## config.mk

```make
export PLATFORM = sky130hd
export DESIGN_NAME = scoreboard_flat
export DESIGN_NICKNAME = d
export VERILOG_FILES = /design/src/ooo_pkg.sv /design/src/ooo_ifs.sv /design/src/scoreboard.sv /design/src/flat_wrapper.sv
export SDC_FILE = /design/constraint.sdc
export NUM_CORES = 1
export LEC_CHECK = 0
export ABC_AREA = 1
export BUFFER_PORTS_ARGS = -buffer_cell sky130_fd_sc_hd__buf_2
export CAP_MARGIN = 20
export CELL_PAD_IN_SITES_DETAIL_PLACEMENT = 1
export CELL_PAD_IN_SITES_GLOBAL_PLACEMENT = 2
export CORE_MARGIN = 8
export CORE_UTILIZATION = 33
export CTS_BUF_LIST = sky130_fd_sc_hd__clkbuf_8
export CTS_CLUSTER_DIAMETER = 60
export CTS_CLUSTER_SIZE = 8
export DETAILED_ROUTE_END_ITERATION = 6
export MAX_ROUTING_LAYER = met4
export PLACE_DENSITY_LB_ADDON = 0.1
export SYNTH_ARGS = -nofsm -noshare
export SYNTH_HDL_FRONTEND = slang
export SYNTH_SLANG_ARGS = --single-unit
```

## constraint.sdc

```tcl
create_clock -name clk -period 3.05 [get_ports clk]
set_input_delay 0.61 -clock clk [delete_from_list [all_inputs] [get_ports clk]]
set_output_delay 0.61 -clock clk [all_outputs]
set_load 0.005 [all_outputs]
```

## src/ooo_pkg.sv

```systemverilog
package ooo_pkg;

    localparam int XLEN        = 32;
    localparam int PREG_COUNT  = 64;
    localparam int PREG_W      = $clog2(PREG_COUNT);
    localparam int IQ_DEPTH    = 8;
    localparam int IQ_IDX_W    = $clog2(IQ_DEPTH);
    localparam int ISSUE_WIDTH = 2;
    localparam int IMM_W       = 16;
    localparam int SHAMT_W     = $clog2(XLEN);

    typedef logic [XLEN-1:0]       word_t;
    typedef logic [PREG_W-1:0]     preg_t;
    typedef logic [PREG_COUNT-1:0] preg_vec_t;
    typedef logic [IMM_W-1:0]      imm_t;
    typedef logic [IQ_DEPTH-1:0]   iq_vec_t;
    typedef logic [IQ_IDX_W-1:0]   iq_idx_t;

    // shifts take the low bits of the right operand, slt is signed
    typedef enum logic [3:0] {
        ALU_ADD  = 4'd0,
        ALU_SUB  = 4'd1,
        ALU_AND  = 4'd2,
        ALU_OR   = 4'd3,
        ALU_XOR  = 4'd4,
        ALU_SLL  = 4'd5,
        ALU_SRL  = 4'd6,
        ALU_SLT  = 4'd7,
        ALU_ADDI = 4'd8
    } alu_op_e;

endpackage

```

## src/ooo_ifs.sv

```systemverilog
`timescale 1ns/1ns

// source lookups from the queue entries, plus the busy set at enqueue
interface sb_query_if import ooo_pkg::*; ();
    preg_t   src_l [IQ_DEPTH];
    preg_t   src_r [IQ_DEPTH];
    iq_vec_t busy_l;
    iq_vec_t busy_r;
    logic    set_valid;
    preg_t   set_preg;

    modport queue (
        output src_l,
        output src_r,
        output set_valid,
        output set_preg,
        input  busy_l,
        input  busy_r
    );

    modport board (
        input  src_l,
        input  src_r,
        input  set_valid,
        input  set_preg,
        output busy_l,
        output busy_r
    );
endinterface


```

## src/scoreboard.sv

```systemverilog
`timescale 1ns/1ns

module scoreboard
    import ooo_pkg::*;
(
    input  logic      clk,
    input  logic      rst_n,
    input  logic      flush,
    sb_query_if.board query,
    input  logic      wb0_valid,
    input  logic      wb1_valid,
    input  preg_t     wb0_preg,
    input  preg_t     wb1_preg
);

    preg_vec_t busy;

    // set after the clears so a new destination wins
    always_ff @(posedge clk or negedge rst_n) begin
        if (!rst_n) begin
            busy <= '0;
        end else if (flush) begin
            busy <= '0;
        end else begin
            if (wb0_valid)
                busy[wb0_preg] <= 1'b0;
            if (wb1_valid)
                busy[wb1_preg] <= 1'b0;
            if (query.set_valid)
                busy[query.set_preg] <= 1'b1;
        end
    end

    always_comb begin
        for (int i = 0; i < IQ_DEPTH; i++) begin
            query.busy_l[i] = busy[query.src_l[i]];
            query.busy_r[i] = busy[query.src_r[i]];
        end
    end

endmodule

```

## src/flat_wrapper.sv

```systemverilog
// flat-port wrapper written by rule: the top's interface ports become plain ports
module scoreboard_flat import ooo_pkg::*;
  (clk, rst_n, flush, wb0_valid, wb1_valid, wb0_preg, wb1_preg, query_src_l, query_src_r, query_set_valid, query_set_preg, query_busy_l, query_busy_r);
  sb_query_if query_i ();
  input  logic clk;
  input  logic rst_n;
  input  logic flush;
  input  logic wb0_valid;
  input  logic wb1_valid;
  input  preg_t wb0_preg;
  input  preg_t wb1_preg;
  input wire logic [$bits(query_i.src_l)-1:0] query_src_l;
  input wire logic [$bits(query_i.src_r)-1:0] query_src_r;
  input wire logic [$bits(query_i.set_valid)-1:0] query_set_valid;
  input wire logic [$bits(query_i.set_preg)-1:0] query_set_preg;
  output wire logic [$bits(query_i.busy_l)-1:0] query_busy_l;
  output wire logic [$bits(query_i.busy_r)-1:0] query_busy_r;
  assign query_i.src_l = {>>{query_src_l}};
  assign query_i.src_r = {>>{query_src_r}};
  assign query_i.set_valid = query_set_valid;
  assign query_i.set_preg = query_set_preg;
  assign query_busy_l = query_i.busy_l;
  assign query_busy_r = query_i.busy_r;
  scoreboard u_core (.clk(clk), .rst_n(rst_n), .flush(flush), .query(query_i), .wb0_valid(wb0_valid), .wb1_valid(wb1_valid), .wb0_preg(wb0_preg), .wb1_preg(wb1_preg));
endmodule
```

# Yosys cells after proc, flatten, opt, wreduce, memory -nomap -nowiden
# Index checks and enable logic that the tools add are counted.
dict set report totals {
  reg_bits 64
  inputBits 120
  output_inout_bits 16
  elab_cells 75
}
dict set report classes {
  n_lt_le_gt_ge 22
  n_reduce_logical 3
  bitwise_logic 5
  mux 44
}
# cell n
set ops {}
lappend ops {{64-bit two-way mux} 6}
lappend ops {{6-bit by 7-bit < comparator with 1-bit output, second input constant} 19}
lappend ops {{64-bit bitwise AND} 2}
lappend ops {{64-bit NOT} 2}
lappend ops {{1-bit binary-select mux with 6-bit select} 16}
lappend ops {{64-bit bitwise OR} 1}
lappend ops {{1-bit two-way mux} 19}
lappend ops {{1-bit demux with 6-bit select} 3}
lappend ops {{6-bit by 1-bit >= comparator with 1-bit output, second input constant} 3}
lappend ops {{1-bit logical AND} 3}

# Logic depth before layout (Yosys ltp)
dict set report depth {
  ltp_word 14
  depth_mapped 11
  ltp_nobuf 9
}

# Least setup slack after synthesis
# Ideal clock, no wire load.
dict set report synth_path {
  path_type {input to output}
  startpoint {input query_src_r[36]}
  endpoint {output query_busy_r[1]}
  path_buffers 2
  stages 11
  t_arrival_ns 1.472
  setup_slack_ns 0.968
  t_required_ns 2.440
  path_cell_list {buf_2 > inv_1 > buf_4 > nand2_1 > nand3_1 > nand3_1 > nand2_1 > nand2_1 > nand3_1 > nand3_1 > nand2_1}
}
dict set report synth_via {
  elab_chain_cells 2
}
# item line_no
set synth_lines {}
lappend synth_lines {{start: declaration} flat_wrapper.sv:13} ;# input wire logic [$bits(query_i.src_r)-1:0] query_src_r;
lappend synth_lines {{1-bit binary-select mux with 6-bit select} scoreboard.sv:37} ;# query.busy_r[i] = busy[query.src_r[i]];
lappend synth_lines {{1-bit two-way mux (not written as such)} scoreboard.sv:37}
lappend synth_lines {{end: declaration} flat_wrapper.sv:17} ;# output wire logic [$bits(query_i.busy_r)-1:0] query_busy_r;
# Every way passes these cells. The select of a mux whose other input is x is not followed.

# Final worst setup path
dict set report layout_path {
  startpoint {register u_core.busy[35]}
  endpoint {output query_busy_r[1]}
}
dict set report layout_via {
  elab_chain_cells 2
}
# item line_no
set layout_lines {}
lappend layout_lines {{start: declaration} scoreboard.sv:16} ;# preg_vec_t busy;
lappend layout_lines {{start signal: assignment} scoreboard.sv:21} ;# busy <= '0;
lappend layout_lines {{start signal: assignment} scoreboard.sv:23} ;# busy <= '0;
lappend layout_lines {{start signal: indexed assignment} scoreboard.sv:26} ;# busy[wb0_preg] <= 1'b0;
lappend layout_lines {{1-bit binary-select mux with 6-bit select} scoreboard.sv:37}
lappend layout_lines {{1-bit two-way mux (not written as such)} scoreboard.sv:37}
# Every way passes these cells. The select of a mux whose other input is x is not followed.

==> run summary <==
CTS H-tree lvls: 3
Reg2reg path depth: 3
Layout cell share with drive strength beyond 1: 0.1108
Comb pwr share: 0.458
Cell Area, Synth: 0.01480 mm2
Largest family of logic cells by synthesized area: simple AND/OR/NAND/NOR gates
CP startpoint kind: register
Initial Utilization: 0.3348
Maxcap violations: 0
Synthesized instance count: 2980
Die Ht: 227.8 um
Clk pwr share: 0.257
Final setup violation count: 0
Clk sinks: 64
DRT Pass-1 Iters: 6
Initial antenna violation count: 0
Synthesis Warnings: 0
DIE WIDTH: 227.8 um
Most flop-heavy register: u_core.busy
CP Data Required Time: 2.44 ns
FILL cells: 6373
Synth unique cells: 21
Final worst path period need: 2.860 ns
Fmax: 349.6 MHz
Initial drt markers: 2712
Post-DR wirelength/cell: 25.49 um
P_sw: 1393 uW
Slew Limit Fails: 0
Seq pwr share: 0.285
Global-route usage over all layers: 0.3402
Total power draw: 3030 uW
Crit-path leading delay family: flip-flops
Commonest non-fill, non-tap cells in the layout: nand2_1, nand3_1, buf_2
First-pass GRT wire length: 133.7 mm
Worst Path Max Fanout: 7
Top Ports: 136
CP cell instances: buf_4 -> nand2_1 -> nand3_1 -> nand3_1 -> nand2_1 -> nand2_1 -> nand3_1 -> nand3_1 -> nand2_1 -> buf_2
Vias in the first global route: 20720
Syn_area_per_cell: 4.968 um2
Flops & latches, synth: 64
VDD IR max: 213.7 uV
Grt total ovfl: 0
Worst path slowest cell: dfrtp_1
Worst-margin pin slew: 0.7129 ns
DP Wirelength: 60.38 mm
Clock Path Buffers: 2
Synth Area in Simple Gates: 0.6870
CTS Buf Count: 9
Port-buffer cells: 135
Post-DP Area: 0.01569 mm2
Compound-Gate Fraction of Synth Area: 0.05570
Commonest non-fill, non-tap cell in the layout: nand2_1
R2r setup slk: 1.53 ns
Number of flip-flops in the largest register: 64
Multiplexer share of the synthesized area: 0
Final ANT Viol Nets: 0
Skew-Pair Late Insertion Delay: 0.36 ns
Net Sw Frac: 0.4597
Post-synthesis xor/xnor area fraction: 0
Post-Syn Nets: 3100
Hold Path Class: in -> async
Cell area after layout: 0.01590 mm2
Rel. slew slack: 0.5212
Residual DRC: 0
Register area share after synthesis: 0.1082
CTS clk-pin slew, worst paths: 0.09 ns
Setup bufs post-CTS: 0
Largest net degree at the start of global routing: 40
Final Hold Viols: 0
Worst path bufs/invs: 2
Largest registers: u_core.busy x64
Int Power: 1637 uW
Crit. End Element: primary output
Setup_tns: 0 ns
Critical R2R Capture: u_core.busy[32]
Root buf cell: clkbuf_8
CORE AREA: 0.04422 mm2
Fin util: 0.3596
Crit-path max cell delay: 0.76 ns
Pre-CTS WS: 0.4881 ns
Overall routed net length: 90.29 mm
Adder-cell area share of the yosys netlist: 0
RSZ-0062 raised after global routing: false
Final Wtd Congestion: 1.026
Total number of vias: 21490
# nets final: 3065
Die Footprint: 0.05190 mm2
Reg-to-Reg Start: u_core.busy[32]
Vias per std cell: 6.065
Pleak: 0.006822 uW
Row cnt: 77
Crit Path Class: reg -> out
Fin worst setup slack: 0.1896 ns
Status: completed
CP Data Arrival Time: 2.25 ns
Post-CTS sizing: 0
Crit share post-route: 0.9378
Power per cell area: 190.6 mW/mm2
Area grow syn2layout: 7.403%
Clock skew: 0 ns
CTS tree: built
Hold buffers post-CTS: 0
## per-layer routing
layer	global-route usage	wire length, um	vias up
met5	-	0	-
met4	0.1992	6291	0
met3	0.04778	7888	354
met2	0.5032	38730	1175
met1	0.4384	37390	10350
li1	-	-	9616
## power groups by stage
stage / registers (uW) / clock network, uW / logic (uW)
floorplan: 871 / 0 / 940
global placement: 878 / 0 / 1330
detailed placement: 879 / 0 / 1360
CTS: 862 / 792 / 1370
global route: 862 / 825 / 1510
finish: 862 / 780 / 1390
## Yosys cell counts
cell / n / share of area
nand2_1: 1394 / 0.35
nand3_1: 884 / 0.30
buf_2: 251 / 0.085
inv_1: 115 / 0.029
a21oi_1: 64 / 0.022
dfrtp_1: 64 / 0.11
buf_4: 45 / 0.023
o221ai_1: 43 / 0.025
clkbuf_1: 22 / 0.0056
inv_2: 18 / 0.0046
o211ai_1: 17 / 0.0086
nor3_1: 15 / 0.0051
nor2_1: 14 / 0.0035
nand4_1: 12 / 0.0051
nor4_4: 8 / 0.011
nor3_4: 7 / 0.0077
buf_6: 2 / 0.0015
nor3_2: 2 / 0.0014
buf_1: 1 / 0.00025
inv_4: 1 / 0.00042
nor4_1: 1 / 0.00042
## worst max-delay path by stage
| stage | slack [ns] | to | from | cells past startpoint |
|---|---|---|---|---|
| 2_1_floorplan | 0.97 | query_busy_r[1] | query_src_r[36] | 11 |
| 3_3_place_gp | 0.49 | query_busy_r[1] | query_src_r[37] | 10 |
| 3_5_place_dp | 0.49 | query_busy_r[1] | query_src_r[37] | 10 |
| 4_1_cts | 0.25 | query_busy_r[1] | u_core.busy[35] | 10 |
| 5_1_grt | 0.15 | query_busy_r[7] | u_core.busy[39] | 10 |
| 6_report | 0.19 | query_busy_r[1] | u_core.busy[35] | 10 |
## cell families (layout without fill, tap and decap cells)
| logic type | after synthesis | in the layout |
|---|---|---|
| flops | 64 | 64 |
| other cells | 0 | 1 |
| compound gates | 124 | 124 |
| buf+inv | 455 | 425 |
| simple gates | 2337 | 2337 |
## through the flow
step / cells / hold slack [ns]
floorplan: 2980 / 0.3144
global placement: 3526 / 0.5353
detailed placement: 3526 / 0.5415
CTS: 3542 / 0.2713
global route: 3542 / 0.3034
finish: 3543 / 0.2657
## worst reg2reg max path, delay by kind of cell (launching register included)
kind	cells	cell delay (ns)
AOI/OAI and AO/OA	2	0.48
DFF	1	0.57
buffers and inverters	1	0.37
## final cells by class
type	count	area, um2	share of cell area
Clock buffer	9	123.9	0.007790
Inverter	134	505.5	0.03179
Timing Repair Buffer	275	1852	0.1165
Antenna cell	1	2.502	0.0001574
Clock inverter	7	80.08	0.005036
Sequential cell	64	1602	0.1007
Multi-Input combinational cell	2461	10990	0.6915
Tap cell	592	740.7	0.04658
(Power assumes the default switching activity.)
