--- src/ooo_pkg.sv ---
package ooo_pkg;

    localparam int XLEN        = 32;
    localparam int PREG_COUNT  = 64;
    localparam int PREG_W      = $clog2(PREG_COUNT);
    localparam int IQ_DEPTH    = 8;
    localparam int IQ_IDX_W    = $clog2(IQ_DEPTH);
    localparam int ISSUE_WIDTH = 2;
    localparam int IMM_W       = 16;
    localparam int SHAMT_W     = $clog2(XLEN);

    typedef logic [XLEN-1:0]       word_t;
    typedef logic [PREG_W-1:0]     preg_t;
    typedef logic [PREG_COUNT-1:0] preg_vec_t;
    typedef logic [IMM_W-1:0]      imm_t;
    typedef logic [IQ_DEPTH-1:0]   iq_vec_t;
    typedef logic [IQ_IDX_W-1:0]   iq_idx_t;

    // shifts take the low bits of the right operand, slt is signed
    typedef enum logic [3:0] {
        ALU_ADD  = 4'd0,
        ALU_SUB  = 4'd1,
        ALU_AND  = 4'd2,
        ALU_OR   = 4'd3,
        ALU_XOR  = 4'd4,
        ALU_SLL  = 4'd5,
        ALU_SRL  = 4'd6,
        ALU_SLT  = 4'd7,
        ALU_ADDI = 4'd8
    } alu_op_e;

endpackage

--- src/ooo_ifs.sv ---
`timescale 1ns/1ns

// source lookups from the queue entries, plus the busy set at enqueue
interface sb_query_if import ooo_pkg::*; ();
    preg_t   src_l [IQ_DEPTH];
    preg_t   src_r [IQ_DEPTH];
    iq_vec_t busy_l;
    iq_vec_t busy_r;
    logic    set_valid;
    preg_t   set_preg;

    modport queue (
        output src_l,
        output src_r,
        output set_valid,
        output set_preg,
        input  busy_l,
        input  busy_r
    );

    modport board (
        input  src_l,
        input  src_r,
        input  set_valid,
        input  set_preg,
        output busy_l,
        output busy_r
    );
endinterface

// one issued uop, registered in the queue
interface issue_if import ooo_pkg::*; ();
    logic    valid;
    alu_op_e op;
    preg_t   src_l;
    preg_t   src_r;
    preg_t   dst;
    imm_t    imm;

    modport queue (output valid, output op, output src_l, output src_r, output dst, output imm);
    modport lane  (input valid, input op, input src_l, input src_r, input dst, input imm);
endinterface


--- src/alu_issue_queue.sv ---
`timescale 1ns/1ns

module alu_issue_queue
    import ooo_pkg::*;
(
    input  logic      clk,
    input  logic      rst_n,
    input  logic      flush,
    input  logic      disp_valid,
    input  alu_op_e   disp_op,
    input  preg_t     disp_src_l,
    input  preg_t     disp_src_r,
    input  preg_t     disp_dst,
    input  imm_t      disp_imm,
    output logic      disp_ready,
    sb_query_if.queue sb,
    issue_if.queue    issue0,
    issue_if.queue    issue1
);

    // entry 0 is the oldest, valid bits stay packed at the bottom
    iq_vec_t q_valid;
    alu_op_e q_op    [IQ_DEPTH];
    preg_t   q_src_l [IQ_DEPTH];
    preg_t   q_src_r [IQ_DEPTH];
    preg_t   q_dst   [IQ_DEPTH];
    imm_t    q_imm   [IQ_DEPTH];

    iq_vec_t n_valid;
    alu_op_e n_op    [IQ_DEPTH];
    preg_t   n_src_l [IQ_DEPTH];
    preg_t   n_src_r [IQ_DEPTH];
    preg_t   n_dst   [IQ_DEPTH];
    imm_t    n_imm   [IQ_DEPTH];

    iq_vec_t                ready;
    iq_vec_t                keep;
    iq_idx_t                sel [ISSUE_WIDTH];
    logic [ISSUE_WIDTH-1:0] sel_found;
    logic                   accept;

    assign disp_ready = ~q_valid[IQ_DEPTH-1] & ~flush;
    assign accept     = disp_valid & disp_ready;

    assign sb.set_valid = accept;
    assign sb.set_preg  = disp_dst;
    assign sb.src_l     = q_src_l;
    assign sb.src_r     = q_src_r;

    // addi has no right source
    always_comb begin
        for (int i = 0; i < IQ_DEPTH; i++) begin
            ready[i] = q_valid[i] & ~sb.busy_l[i] & ((q_op[i] == ALU_ADDI) | ~sb.busy_r[i]);
        end
    end

    // oldest first, up to the issue width
    always_comb begin
        int n_sel;
        n_sel     = 0;
        keep      = q_valid;
        sel_found = '0;
        for (int s = 0; s < ISSUE_WIDTH; s++) begin
            sel[s] = '0;
        end
        for (int i = 0; i < IQ_DEPTH; i++) begin
            if (ready[i] && n_sel < ISSUE_WIDTH) begin
                keep[i]          = 1'b0;
                sel[n_sel]       = iq_idx_t'(i);
                sel_found[n_sel] = 1'b1;
                n_sel++;
            end
        end
    end

    // collapse survivors downward, then append the new uop
    always_comb begin
        int wr;
        wr      = 0;
        n_valid = '0;
        n_op    = q_op;
        n_src_l = q_src_l;
        n_src_r = q_src_r;
        n_dst   = q_dst;
        n_imm   = q_imm;
        for (int i = 0; i < IQ_DEPTH; i++) begin
            if (keep[i]) begin
                n_op[wr]    = q_op[i];
                n_src_l[wr] = q_src_l[i];
                n_src_r[wr] = q_src_r[i];
                n_dst[wr]   = q_dst[i];
                n_imm[wr]   = q_imm[i];
                n_valid[wr] = 1'b1;
                wr++;
            end
        end
        if (accept && wr < IQ_DEPTH) begin
            n_op[wr]    = disp_op;
            n_src_l[wr] = disp_src_l;
            n_src_r[wr] = disp_src_r;
            n_dst[wr]   = disp_dst;
            n_imm[wr]   = disp_imm;
            n_valid[wr] = 1'b1;
        end
    end

    always_ff @(posedge clk or negedge rst_n) begin
        if (!rst_n) begin
            q_valid      <= '0;
            issue0.valid <= 1'b0;
            issue1.valid <= 1'b0;
        end else begin
            q_valid      <= flush ? '0 : n_valid;
            issue0.valid <= sel_found[0] & ~flush;
            issue1.valid <= sel_found[1] & ~flush;
        end
    end

    always_ff @(posedge clk) begin
        q_op    <= n_op;
        q_src_l <= n_src_l;
        q_src_r <= n_src_r;
        q_dst   <= n_dst;
        q_imm   <= n_imm;

        issue0.op    <= q_op[sel[0]];
        issue0.src_l <= q_src_l[sel[0]];
        issue0.src_r <= q_src_r[sel[0]];
        issue0.dst   <= q_dst[sel[0]];
        issue0.imm   <= q_imm[sel[0]];

        issue1.op    <= q_op[sel[1]];
        issue1.src_l <= q_src_l[sel[1]];
        issue1.src_r <= q_src_r[sel[1]];
        issue1.dst   <= q_dst[sel[1]];
        issue1.imm   <= q_imm[sel[1]];
    end

endmodule

--- src/flat_wrapper.sv ---
// flat-port wrapper written by rule: the top's interface ports become plain ports
module alu_issue_queue_flat import ooo_pkg::*;
  (clk, rst_n, flush, disp_valid, disp_op, disp_src_l, disp_src_r, disp_dst, disp_imm, disp_ready, sb_src_l, sb_src_r, sb_set_valid, sb_set_preg, sb_busy_l, sb_busy_r, issue0_valid, issue0_op, issue0_src_l, issue0_src_r, issue0_dst, issue0_imm, issue1_valid, issue1_op, issue1_src_l, issue1_src_r, issue1_dst, issue1_imm);
  sb_query_if sb_i ();
  issue_if issue0_i ();
  issue_if issue1_i ();
  input  logic clk;
  input  logic rst_n;
  input  logic flush;
  input  logic disp_valid;
  input  alu_op_e disp_op;
  input  preg_t disp_src_l;
  input  preg_t disp_src_r;
  input  preg_t disp_dst;
  input  imm_t disp_imm;
  output logic disp_ready;
  output wire logic [$bits(sb_i.src_l)-1:0] sb_src_l;
  output wire logic [$bits(sb_i.src_r)-1:0] sb_src_r;
  output wire logic [$bits(sb_i.set_valid)-1:0] sb_set_valid;
  output wire logic [$bits(sb_i.set_preg)-1:0] sb_set_preg;
  input wire logic [$bits(sb_i.busy_l)-1:0] sb_busy_l;
  input wire logic [$bits(sb_i.busy_r)-1:0] sb_busy_r;
  output wire logic [$bits(issue0_i.valid)-1:0] issue0_valid;
  output wire logic [$bits(issue0_i.op)-1:0] issue0_op;
  output wire logic [$bits(issue0_i.src_l)-1:0] issue0_src_l;
  output wire logic [$bits(issue0_i.src_r)-1:0] issue0_src_r;
  output wire logic [$bits(issue0_i.dst)-1:0] issue0_dst;
  output wire logic [$bits(issue0_i.imm)-1:0] issue0_imm;
  output wire logic [$bits(issue1_i.valid)-1:0] issue1_valid;
  output wire logic [$bits(issue1_i.op)-1:0] issue1_op;
  output wire logic [$bits(issue1_i.src_l)-1:0] issue1_src_l;
  output wire logic [$bits(issue1_i.src_r)-1:0] issue1_src_r;
  output wire logic [$bits(issue1_i.dst)-1:0] issue1_dst;
  output wire logic [$bits(issue1_i.imm)-1:0] issue1_imm;
  assign sb_src_l = {>>{sb_i.src_l}};
  assign sb_src_r = {>>{sb_i.src_r}};
  assign sb_set_valid = sb_i.set_valid;
  assign sb_set_preg = sb_i.set_preg;
  assign sb_i.busy_l = sb_busy_l;
  assign sb_i.busy_r = sb_busy_r;
  assign issue0_valid = issue0_i.valid;
  assign issue0_op = issue0_i.op;
  assign issue0_src_l = issue0_i.src_l;
  assign issue0_src_r = issue0_i.src_r;
  assign issue0_dst = issue0_i.dst;
  assign issue0_imm = issue0_i.imm;
  assign issue1_valid = issue1_i.valid;
  assign issue1_op = issue1_i.op;
  assign issue1_src_l = issue1_i.src_l;
  assign issue1_src_r = issue1_i.src_r;
  assign issue1_dst = issue1_i.dst;
  assign issue1_imm = issue1_i.imm;
  alu_issue_queue u_core (.clk(clk), .rst_n(rst_n), .flush(flush), .disp_valid(disp_valid), .disp_op(disp_op), .disp_src_l(disp_src_l), .disp_src_r(disp_src_r), .disp_dst(disp_dst), .disp_imm(disp_imm), .disp_ready(disp_ready), .sb(sb_i), .issue0(issue0_i), .issue1(issue1_i));
endmodule
--- config.mk ---
export PLATFORM = sky130hd
export DESIGN_NAME = alu_issue_queue_flat
export DESIGN_NICKNAME = d
export VERILOG_FILES = /design/src/ooo_pkg.sv /design/src/ooo_ifs.sv /design/src/alu_issue_queue.sv /design/src/flat_wrapper.sv
export SDC_FILE = /design/constraint.sdc
export NUM_CORES = 2
export LEC_CHECK = 0
export BUFFER_PORTS_ARGS = -buffer_cell sky130_fd_sc_hd__buf_4
export CORE_ASPECT_RATIO = 0.9
export CORE_MARGIN = 2
export CORE_UTILIZATION = 50
export CTS_BUF_LIST = sky130_fd_sc_hd__clkbuf_4 sky130_fd_sc_hd__clkbuf_8
export DETAILED_ROUTE_END_ITERATION = 10
export PLACE_DENSITY_LB_ADDON = 0.25
export SETUP_SLACK_MARGIN = 0.02
export SLEW_MARGIN = 20
export SYNTH_ARGS = -nofsm -noshare
export SYNTH_HDL_FRONTEND = slang
export SYNTH_SLANG_ARGS = --single-unit
--- constraint.sdc ---
create_clock -name clk -period 9.2 [get_ports clk]
set_input_delay 0.92 -clock clk [delete_from_list [all_inputs] [get_ports clk]]
set_output_delay 0.92 -clock clk [all_outputs]
set_load 0.005 [all_outputs]
# After elaboration in Yosys (flattened, before gate mapping)

Cells that the tools add are included.

Flip-flop bits (word level): 390
Output and inout port bits: 182

$lt $le $gt $ge: 70
Bitwise logic cells: 94
Reduce and logical (&&, ||, !) cells: 38
Eq/ne operators: 8
Muxes and demuxes: 250
Add/sub/neg operators: 13

Operators by type and width:

| operator                                                           | number |
|---|---|
| bitwise mux 48 bit                                                 | 24 |
| two-way mux 48 bit                                                 | 24 |
| bitwise mux 128 bit                                                | 8 |
| two-way mux 128 bit                                                | 8 |
| two-way mux 32 bit                                                 | 21 |
| < comparator 32 x 1 -> 1 bit, second input constant                | 15 |
| greater-or-equal comparator 32 x 1 -> 1 bit, second input constant | 13 |
| inverter 32 bit                                                    | 13 |
| demux 16 bit (select 3 bit)                                        | 8 |
| < comparator 32 x 3 -> 1 bit, second input constant                | 12 |
| adder 32 x 2 -> 32 bit, second input constant                      | 11 |
| bitwise mux 32 bit                                                 | 8 |
| greater-or-equal comparator 32 x 4 -> 1 bit, second input constant | 8 |
| < comparator 32 x 5 -> 1 bit, second input constant                | 8 |
| greater-or-equal comparator 32 x 2 -> 1 bit, second input constant | 7 |
| two-way mux 16 bit                                                 | 12 |
| two-way mux 6 bit                                                  | 26 |
| demux 6 bit (select 3 bit)                                         | 8 |
| binary-select mux 6 bit (select 3 bit)                             | 6 |
| binary-select mux 16 bit (select 3 bit)                            | 2 |
| demux 4 bit (select 3 bit)                                         | 8 |
| two-way mux 8 bit                                                  | 9 |
| inverter 1 -> 32 bit                                               | 2 |
| OR 8 bit                                                           | 7 |
| 28 further kinds                                                   | 205 |

# Depth between registers and ports, before layout

Depth in word-level cells: 33
Gate-level depth with buffers: 35
Depth with buffers taken out: 31

# Worst setup path after synthesis

No wires, ideal clock.

Kind: flip-flop to flip-flop
From: reg u_core.q_op[24] (netlist bit)
To: reg u_core.q_imm[55] (netlist bit)
Data arrival time: 7.881 ns
Stages on the path, launching flop included: 30
Clock period less this slack: 8.002 ns
Path slack: 1.198 ns
Setup time: 0.121 ns
Buffers on the path: 2
Cell sequence: dfxtp_1 or4b_2 a211o_1 inv_1 ha_1 nor2_1 o21ai_1 nor2_1 fa_1 or3b_2 a21oi_2 nor2_1 nor2_1 inv_1 ha_1 nor2_1 o21ai_0 o221ai_4 xnor3_1 ha_1 a311oi_1 a31oi_1 ha_1 nand2_1 xor2_1 or4_4 a2111o_1 buf_2 buf_6 mux2_4

RTL lines:

| item                   | RTL line               | RTL |
|---|---|---|
| start, declared        | alu_issue_queue.sv:23  | `alu_op_e q_op [IQ_DEPTH];` |
| start signal, assigned | alu_issue_queue.sv:120 | `q_op <= n_op;` |
| end signal, assigned   | alu_issue_queue.sv:124 | `q_imm <= n_imm;` |
| end, declared          | alu_issue_queue.sv:27  | `imm_t q_imm [IQ_DEPTH];` |

==> results.txt <==
The slew at the pin closest to its max-slew limit was 1.26 ns. By area, the combinational part of the netlist is dominated by multiplexers. The critical path in this run is classified as reg2reg. The maximum fanout along the worst path is 48. The top cell type's share of synthesized area was 0.217; the pin count of the biggest net entering global routing was 80.

The die covers 72800 um^2. The I/O pin count is 240. Area share of xor/xnor cells in the synthesized design: 0.00545. The tools report the total area of sequential cells as 7860 um^2. The final antenna-violating net count came out at 0. The H-tree level count came out at 3.

The logs give 0.505 for the effective utilization at floorplan and 34600 for the via count of the first global-routing pass. The final route contains 38600 vias. Share of async-settable or async-resettable flops after synthesis: 0.0256. For the combined area of all synthesized cells, the log shows 35300 um^2.

Counting stages on the worst path, the most repeated cell is sky130_fd_sc_hd__nor2_1. The number of cells on the worst reg-to-reg path is 28. In this run the worst setup path terminates at u_core.sb.src_r[34].

For the area of the core, the log shows 70000 um^2. After legalization and detailed placement, the total HPWL measured 82300 um. The simple-gate portion of the synthesized area is 0.172, and the synthesis-to-layout area growth is 10.8%. The capture point of the worst reg-to-reg path was u_core.sb.src_r[34]. In this run the worst setup path begins at u_core.q_op[24]. For the post-route setup TNS, the log shows 0 ns. Overall power consumption after layout is estimated at 0.00525 W. Cell taking the most area after synthesis: sky130_fd_sc_hd__mux2i_1.

Later-pin clock latency in the skew report: 0.73 ns. The first-pass GRT wire length is 220000 um. The met2 wirelength from detailed routing is 63900 um.

Counting flops and latches in the post-synthesis netlist gives 390. The tools report the critical path data required time as 9.80 ns. The highest routing layer actually used is met5.

The initialized floorplan defines 92 standard-cell rows. The worst-case vdd ir drop is 112 uV, and the number of fill cells is 6537. The number of setup violations in the final report is 0. Sorting the synthesized cells by area gives the leading types as sky130_fd_sc_hd__mux2i_1, sky130_fd_sc_hd__dfxtp_1, sky130_fd_sc_hd__nand2_1. In the final routed layout, each cell accounts on average for 26.7 um. In this run, distinct cell masters in the synthesized netlist total 94.

The congestion estimate from routability-driven global placement came to 0.938. The largest single stage delay on the critical path is 0.79 ns. The average via count per standard cell was 6.84. The tools report the hold violation total from the final report as 0. The endpoint kind of the worst setup timing path was a register.

Most instantiated flip-flop cell in the synthesis netlist: sky130_fd_sc_hd__dfxtp_1. The number of nets in the layout is 4715, and the number of instances in the synthesized netlist is 4806. In the final routing, the length of wire on met1 measures 55700 um. Across the run, the number of max-cap violations was 0. Data on the critical path arrives at its endpoint at 9.40 ns. The worst register-to-register path begins at u_core.q_op[24]. The clock period minus final worst setup slack is 8.80 ns.

The path type of the worst min-delay path is in2async. The post-synthesis average cell area was 7.35 um^2. Yosys mapped a number of flops with a built-in enable equal to 0.

After clock tree synthesis, the clock-pin slew on the worst setup and hold paths is 0.08 ns. TritonCTS built the clock tree. In this run the register-to-register setup slack is 0.40 ns. In the detailed route, the total length drawn on met3 is 20300 um.

The tools report the area used by multi-input combinational logic as 25400 um^2. The worst setup skew after layout was 0.0411 ns; the synthesized-area fraction occupied by ao, oa, aoi and oai cells was 0.240. The share of layout cells above drive strength 1 works out to 0.160.

Adder and majority cell fraction of the synthesized area: 0.00850. The flow ran to the end, and the final reports show no timing, DRC or antenna violations. The clock root buffer was sky130_fd_sc_hd__clkbuf_8.

The logs give 3 for the buffer levels on the longest clock path and 4886 for the number of nets in the synthesized netlist. The mux cell area share after synthesis works out to 0.280. Buffers inserted to repair hold after CTS numbered 0. After layout, the worst setup slack is 0.395 ns.

The first routing iteration left 5794 violations. For this run, the top clock speed supported by timing is 114 MHz. The tools report the startpoint type of the worst setup path as a register. For the worst slack at placement, the log shows 0.167 ns. The logs give 0 for the DRC violation count after routing and 390 for the number of clock sinks. In this run the tool buffered the top-level ports with 239 buffer cells.

The logs give 0.388 for the overall routing resource usage and 0 for the total count of max-transition violations in the final report. The die is 284 um wide. The logs give 0.222 for the sequential element share of the synthesized area and 150000 um for the final wirelength. The period utilization is 0.957, and the total power density per cell area is 134 nW/um^2.

Global routing finished with a remaining overflow of 0. Setup repair after global routing could not meet its margin everywhere. The Yosys step of the flow raised 0 warnings. On the critical path, the stage with the largest delay is an instance of sky130_fd_sc_hd__or4b_2. The remaining max-slew budget at the tightest pin was 0.163; the die height was 256 um. The first detailed-routing pass ran for 7 iterations.

Number of antenna violations at the first check in global routing: 7. The logs give 75 for the clock buffer count from CTS and 19.4 nW for the cell leakage power.
-- critical path: cells and delay by family, from the launching register on --
family,cells,cell delay (ns)
AOI/OAI and AO/OA,8,2.02
xor gates and xnor gates,1,0.38
adders and majority gates,4,1.16
buffers and inverters,3,0.76
DFF,1,0.36
muxes,1,0.58
and+or+nand+nor,11,3.42
-- flip-flops by register name, summed over array words and instances (netlist names), 8 cells and up --
signal	cells
u_core.sb.src_r	48
u_core.q_imm	128
u_core.q_dst	48
u_core.issue0.imm	16
u_core.issue1.imm	16
u_core.q_op	32
u_core.q_valid	8
u_core.sb.src_l	48
-- report_power, final --
group | internal, W | leakage [nW] | switching, W | total [W]
registers | 0.00191 | 3.26 | 0.000225 | 0.00213
clock network | 0.00108 | 0.855 | 0.000879 | 0.00195
logic | 0.000661 | 15.3 | 0.000503 | 0.00116
-- cell type report --
class | count | area share
antenna | 6 | 0.000384
clock buffer | 120 | 0.0389
clock inverter | 15 | 0.00304
inverter | 68 | 0.00652
multi-input combinational | 3761 | 0.649
sequential | 390 | 0.201
tap | 940 | 0.0301
timing repair buffer | 339 | 0.0718
-- per-layer routing --
metal,up-vias,global-route usage
met5,-,0
li1,16800,-
met4,2,0.242
met1,17900,0.495
met2,3139,0.585
met3,764,0.0989
-- worst min-delay path by stage --
stage	endpoint	slack, ns	depth (start not counted)
final	u_core.q_valid[7]	0.01	1
after global routing	u_core.q_valid[7]	0.03	1
after CTS	u_core.q_valid[7]	0.01	1
after detailed placement	u_core.q_imm[111]	0.58	2
after global placement	u_core.q_dst[37]	0.58	2
after floorplan	u_core.q_dst[36]	0.54	2
-- synthesized netlist by cell type (6+ instances only) --
cell                         n
sky130_fd_sc_hd__o21ai_0   358
sky130_fd_sc_hd__nor2_1    569
sky130_fd_sc_hd__mux2_1      6
sky130_fd_sc_hd__a21o_1      6
sky130_fd_sc_hd__o31ai_1    40
sky130_fd_sc_hd__xnor2_1     7
sky130_fd_sc_hd__nor4_1      7
sky130_fd_sc_hd__clkbuf_1  466
sky130_fd_sc_hd__dfrtp_1    10
sky130_fd_sc_hd__buf_2      23
sky130_fd_sc_hd__mux2i_1   767
sky130_fd_sc_hd__dfxtp_1   380
sky130_fd_sc_hd__nor3_1     13
sky130_fd_sc_hd__mux2_2    178
sky130_fd_sc_hd__inv_1      68
sky130_fd_sc_hd__a211oi_1   81
sky130_fd_sc_hd__nand2_1   673
sky130_fd_sc_hd__buf_4       9
sky130_fd_sc_hd__o22ai_1    35
sky130_fd_sc_hd__nand3_1    96
sky130_fd_sc_hd__a31oi_1    45
sky130_fd_sc_hd__nand2b_1    8
sky130_fd_sc_hd__ha_1       20
sky130_fd_sc_hd__o311ai_0   39
sky130_fd_sc_hd__mux2_4     10
sky130_fd_sc_hd__buf_1      88
sky130_fd_sc_hd__nand4_1     9
sky130_fd_sc_hd__a21oi_1   207
sky130_fd_sc_hd__o21a_1    118
sky130_fd_sc_hd__and2_1      6
sky130_fd_sc_hd__or3_1       6
sky130_fd_sc_hd__a22oi_1    40
sky130_fd_sc_hd__and3_1     47
sky130_fd_sc_hd__o211ai_1  197
sky130_fd_sc_hd__a211o_1    80
-- layout by cell type, fill, tap and decap left out, types with 7 or more instances in the layout --
| cell type | count |
|---|---|
| sky130_fd_sc_hd__o21ai_0 | 356 |
| sky130_fd_sc_hd__buf_12 | 18 |
| sky130_fd_sc_hd__clkbuf_8 | 99 |
| sky130_fd_sc_hd__a21oi_1 | 202 |
| sky130_fd_sc_hd__nand2b_1 | 7 |
| sky130_fd_sc_hd__nand3_1 | 90 |
| sky130_fd_sc_hd__a211oi_1 | 80 |
| sky130_fd_sc_hd__clkbuf_4 | 21 |
| sky130_fd_sc_hd__nand4_1 | 9 |
| sky130_fd_sc_hd__a31oi_1 | 44 |
| sky130_fd_sc_hd__mux2_2 | 178 |
| sky130_fd_sc_hd__nand2_1 | 668 |
| sky130_fd_sc_hd__nor2_1 | 568 |
| sky130_fd_sc_hd__a211o_1 | 78 |
| sky130_fd_sc_hd__xnor2_1 | 7 |
| sky130_fd_sc_hd__dfrtp_1 | 10 |
| sky130_fd_sc_hd__mux2i_1 | 766 |
| sky130_fd_sc_hd__ha_1 | 19 |
| sky130_fd_sc_hd__nor3_1 | 10 |
| sky130_fd_sc_hd__inv_1 | 68 |
| sky130_fd_sc_hd__o21a_1 | 117 |
| sky130_fd_sc_hd__o31ai_1 | 40 |
| sky130_fd_sc_hd__mux2_4 | 10 |
| sky130_fd_sc_hd__o211ai_1 | 197 |
| sky130_fd_sc_hd__clkinv_2 | 7 |
| sky130_fd_sc_hd__a22oi_1 | 39 |
| sky130_fd_sc_hd__dfxtp_1 | 380 |
| sky130_fd_sc_hd__o311ai_0 | 39 |
| sky130_fd_sc_hd__buf_4 | 319 |
| sky130_fd_sc_hd__o22ai_1 | 35 |
| sky130_fd_sc_hd__and3_1 | 45 |
-- cells by family (layout without fill, tap and decap cells) --
kind of cell | after synthesis | after routing
AO/OA/AOI/OAI | 1293 | 1293
adder cells (fa/ha/maj) | 23 | 23
buffers and inverters | 656 | 542
flip-flops | 390 | 390
AND/OR/NAND/NOR | 1469 | 1470
XOR/XNOR | 14 | 14
other | 0 | 6
multiplexers | 961 | 961
-- timing repair --
item,CTS,global route
buffers inserted,0,0
gates resized for setup,0,9
endpoints found under the setup margin,0,382
hold endpoints to repair,0,0
-- stage by stage --
step,utilization,instance area (um^2),instances,hold WS (ns)
after CTS,0.557,39000,5629,0.0125
after detailed placement,0.534,37400,5494,0.582
final,0.559,39100,5639,0.0134
after global placement,0.534,37400,5494,0.578
after floorplan,-,35300,4806,0.537
after global routing,0.559,39100,5637,0.0280
No activity file was read; power rests on OpenSTA's default activity.
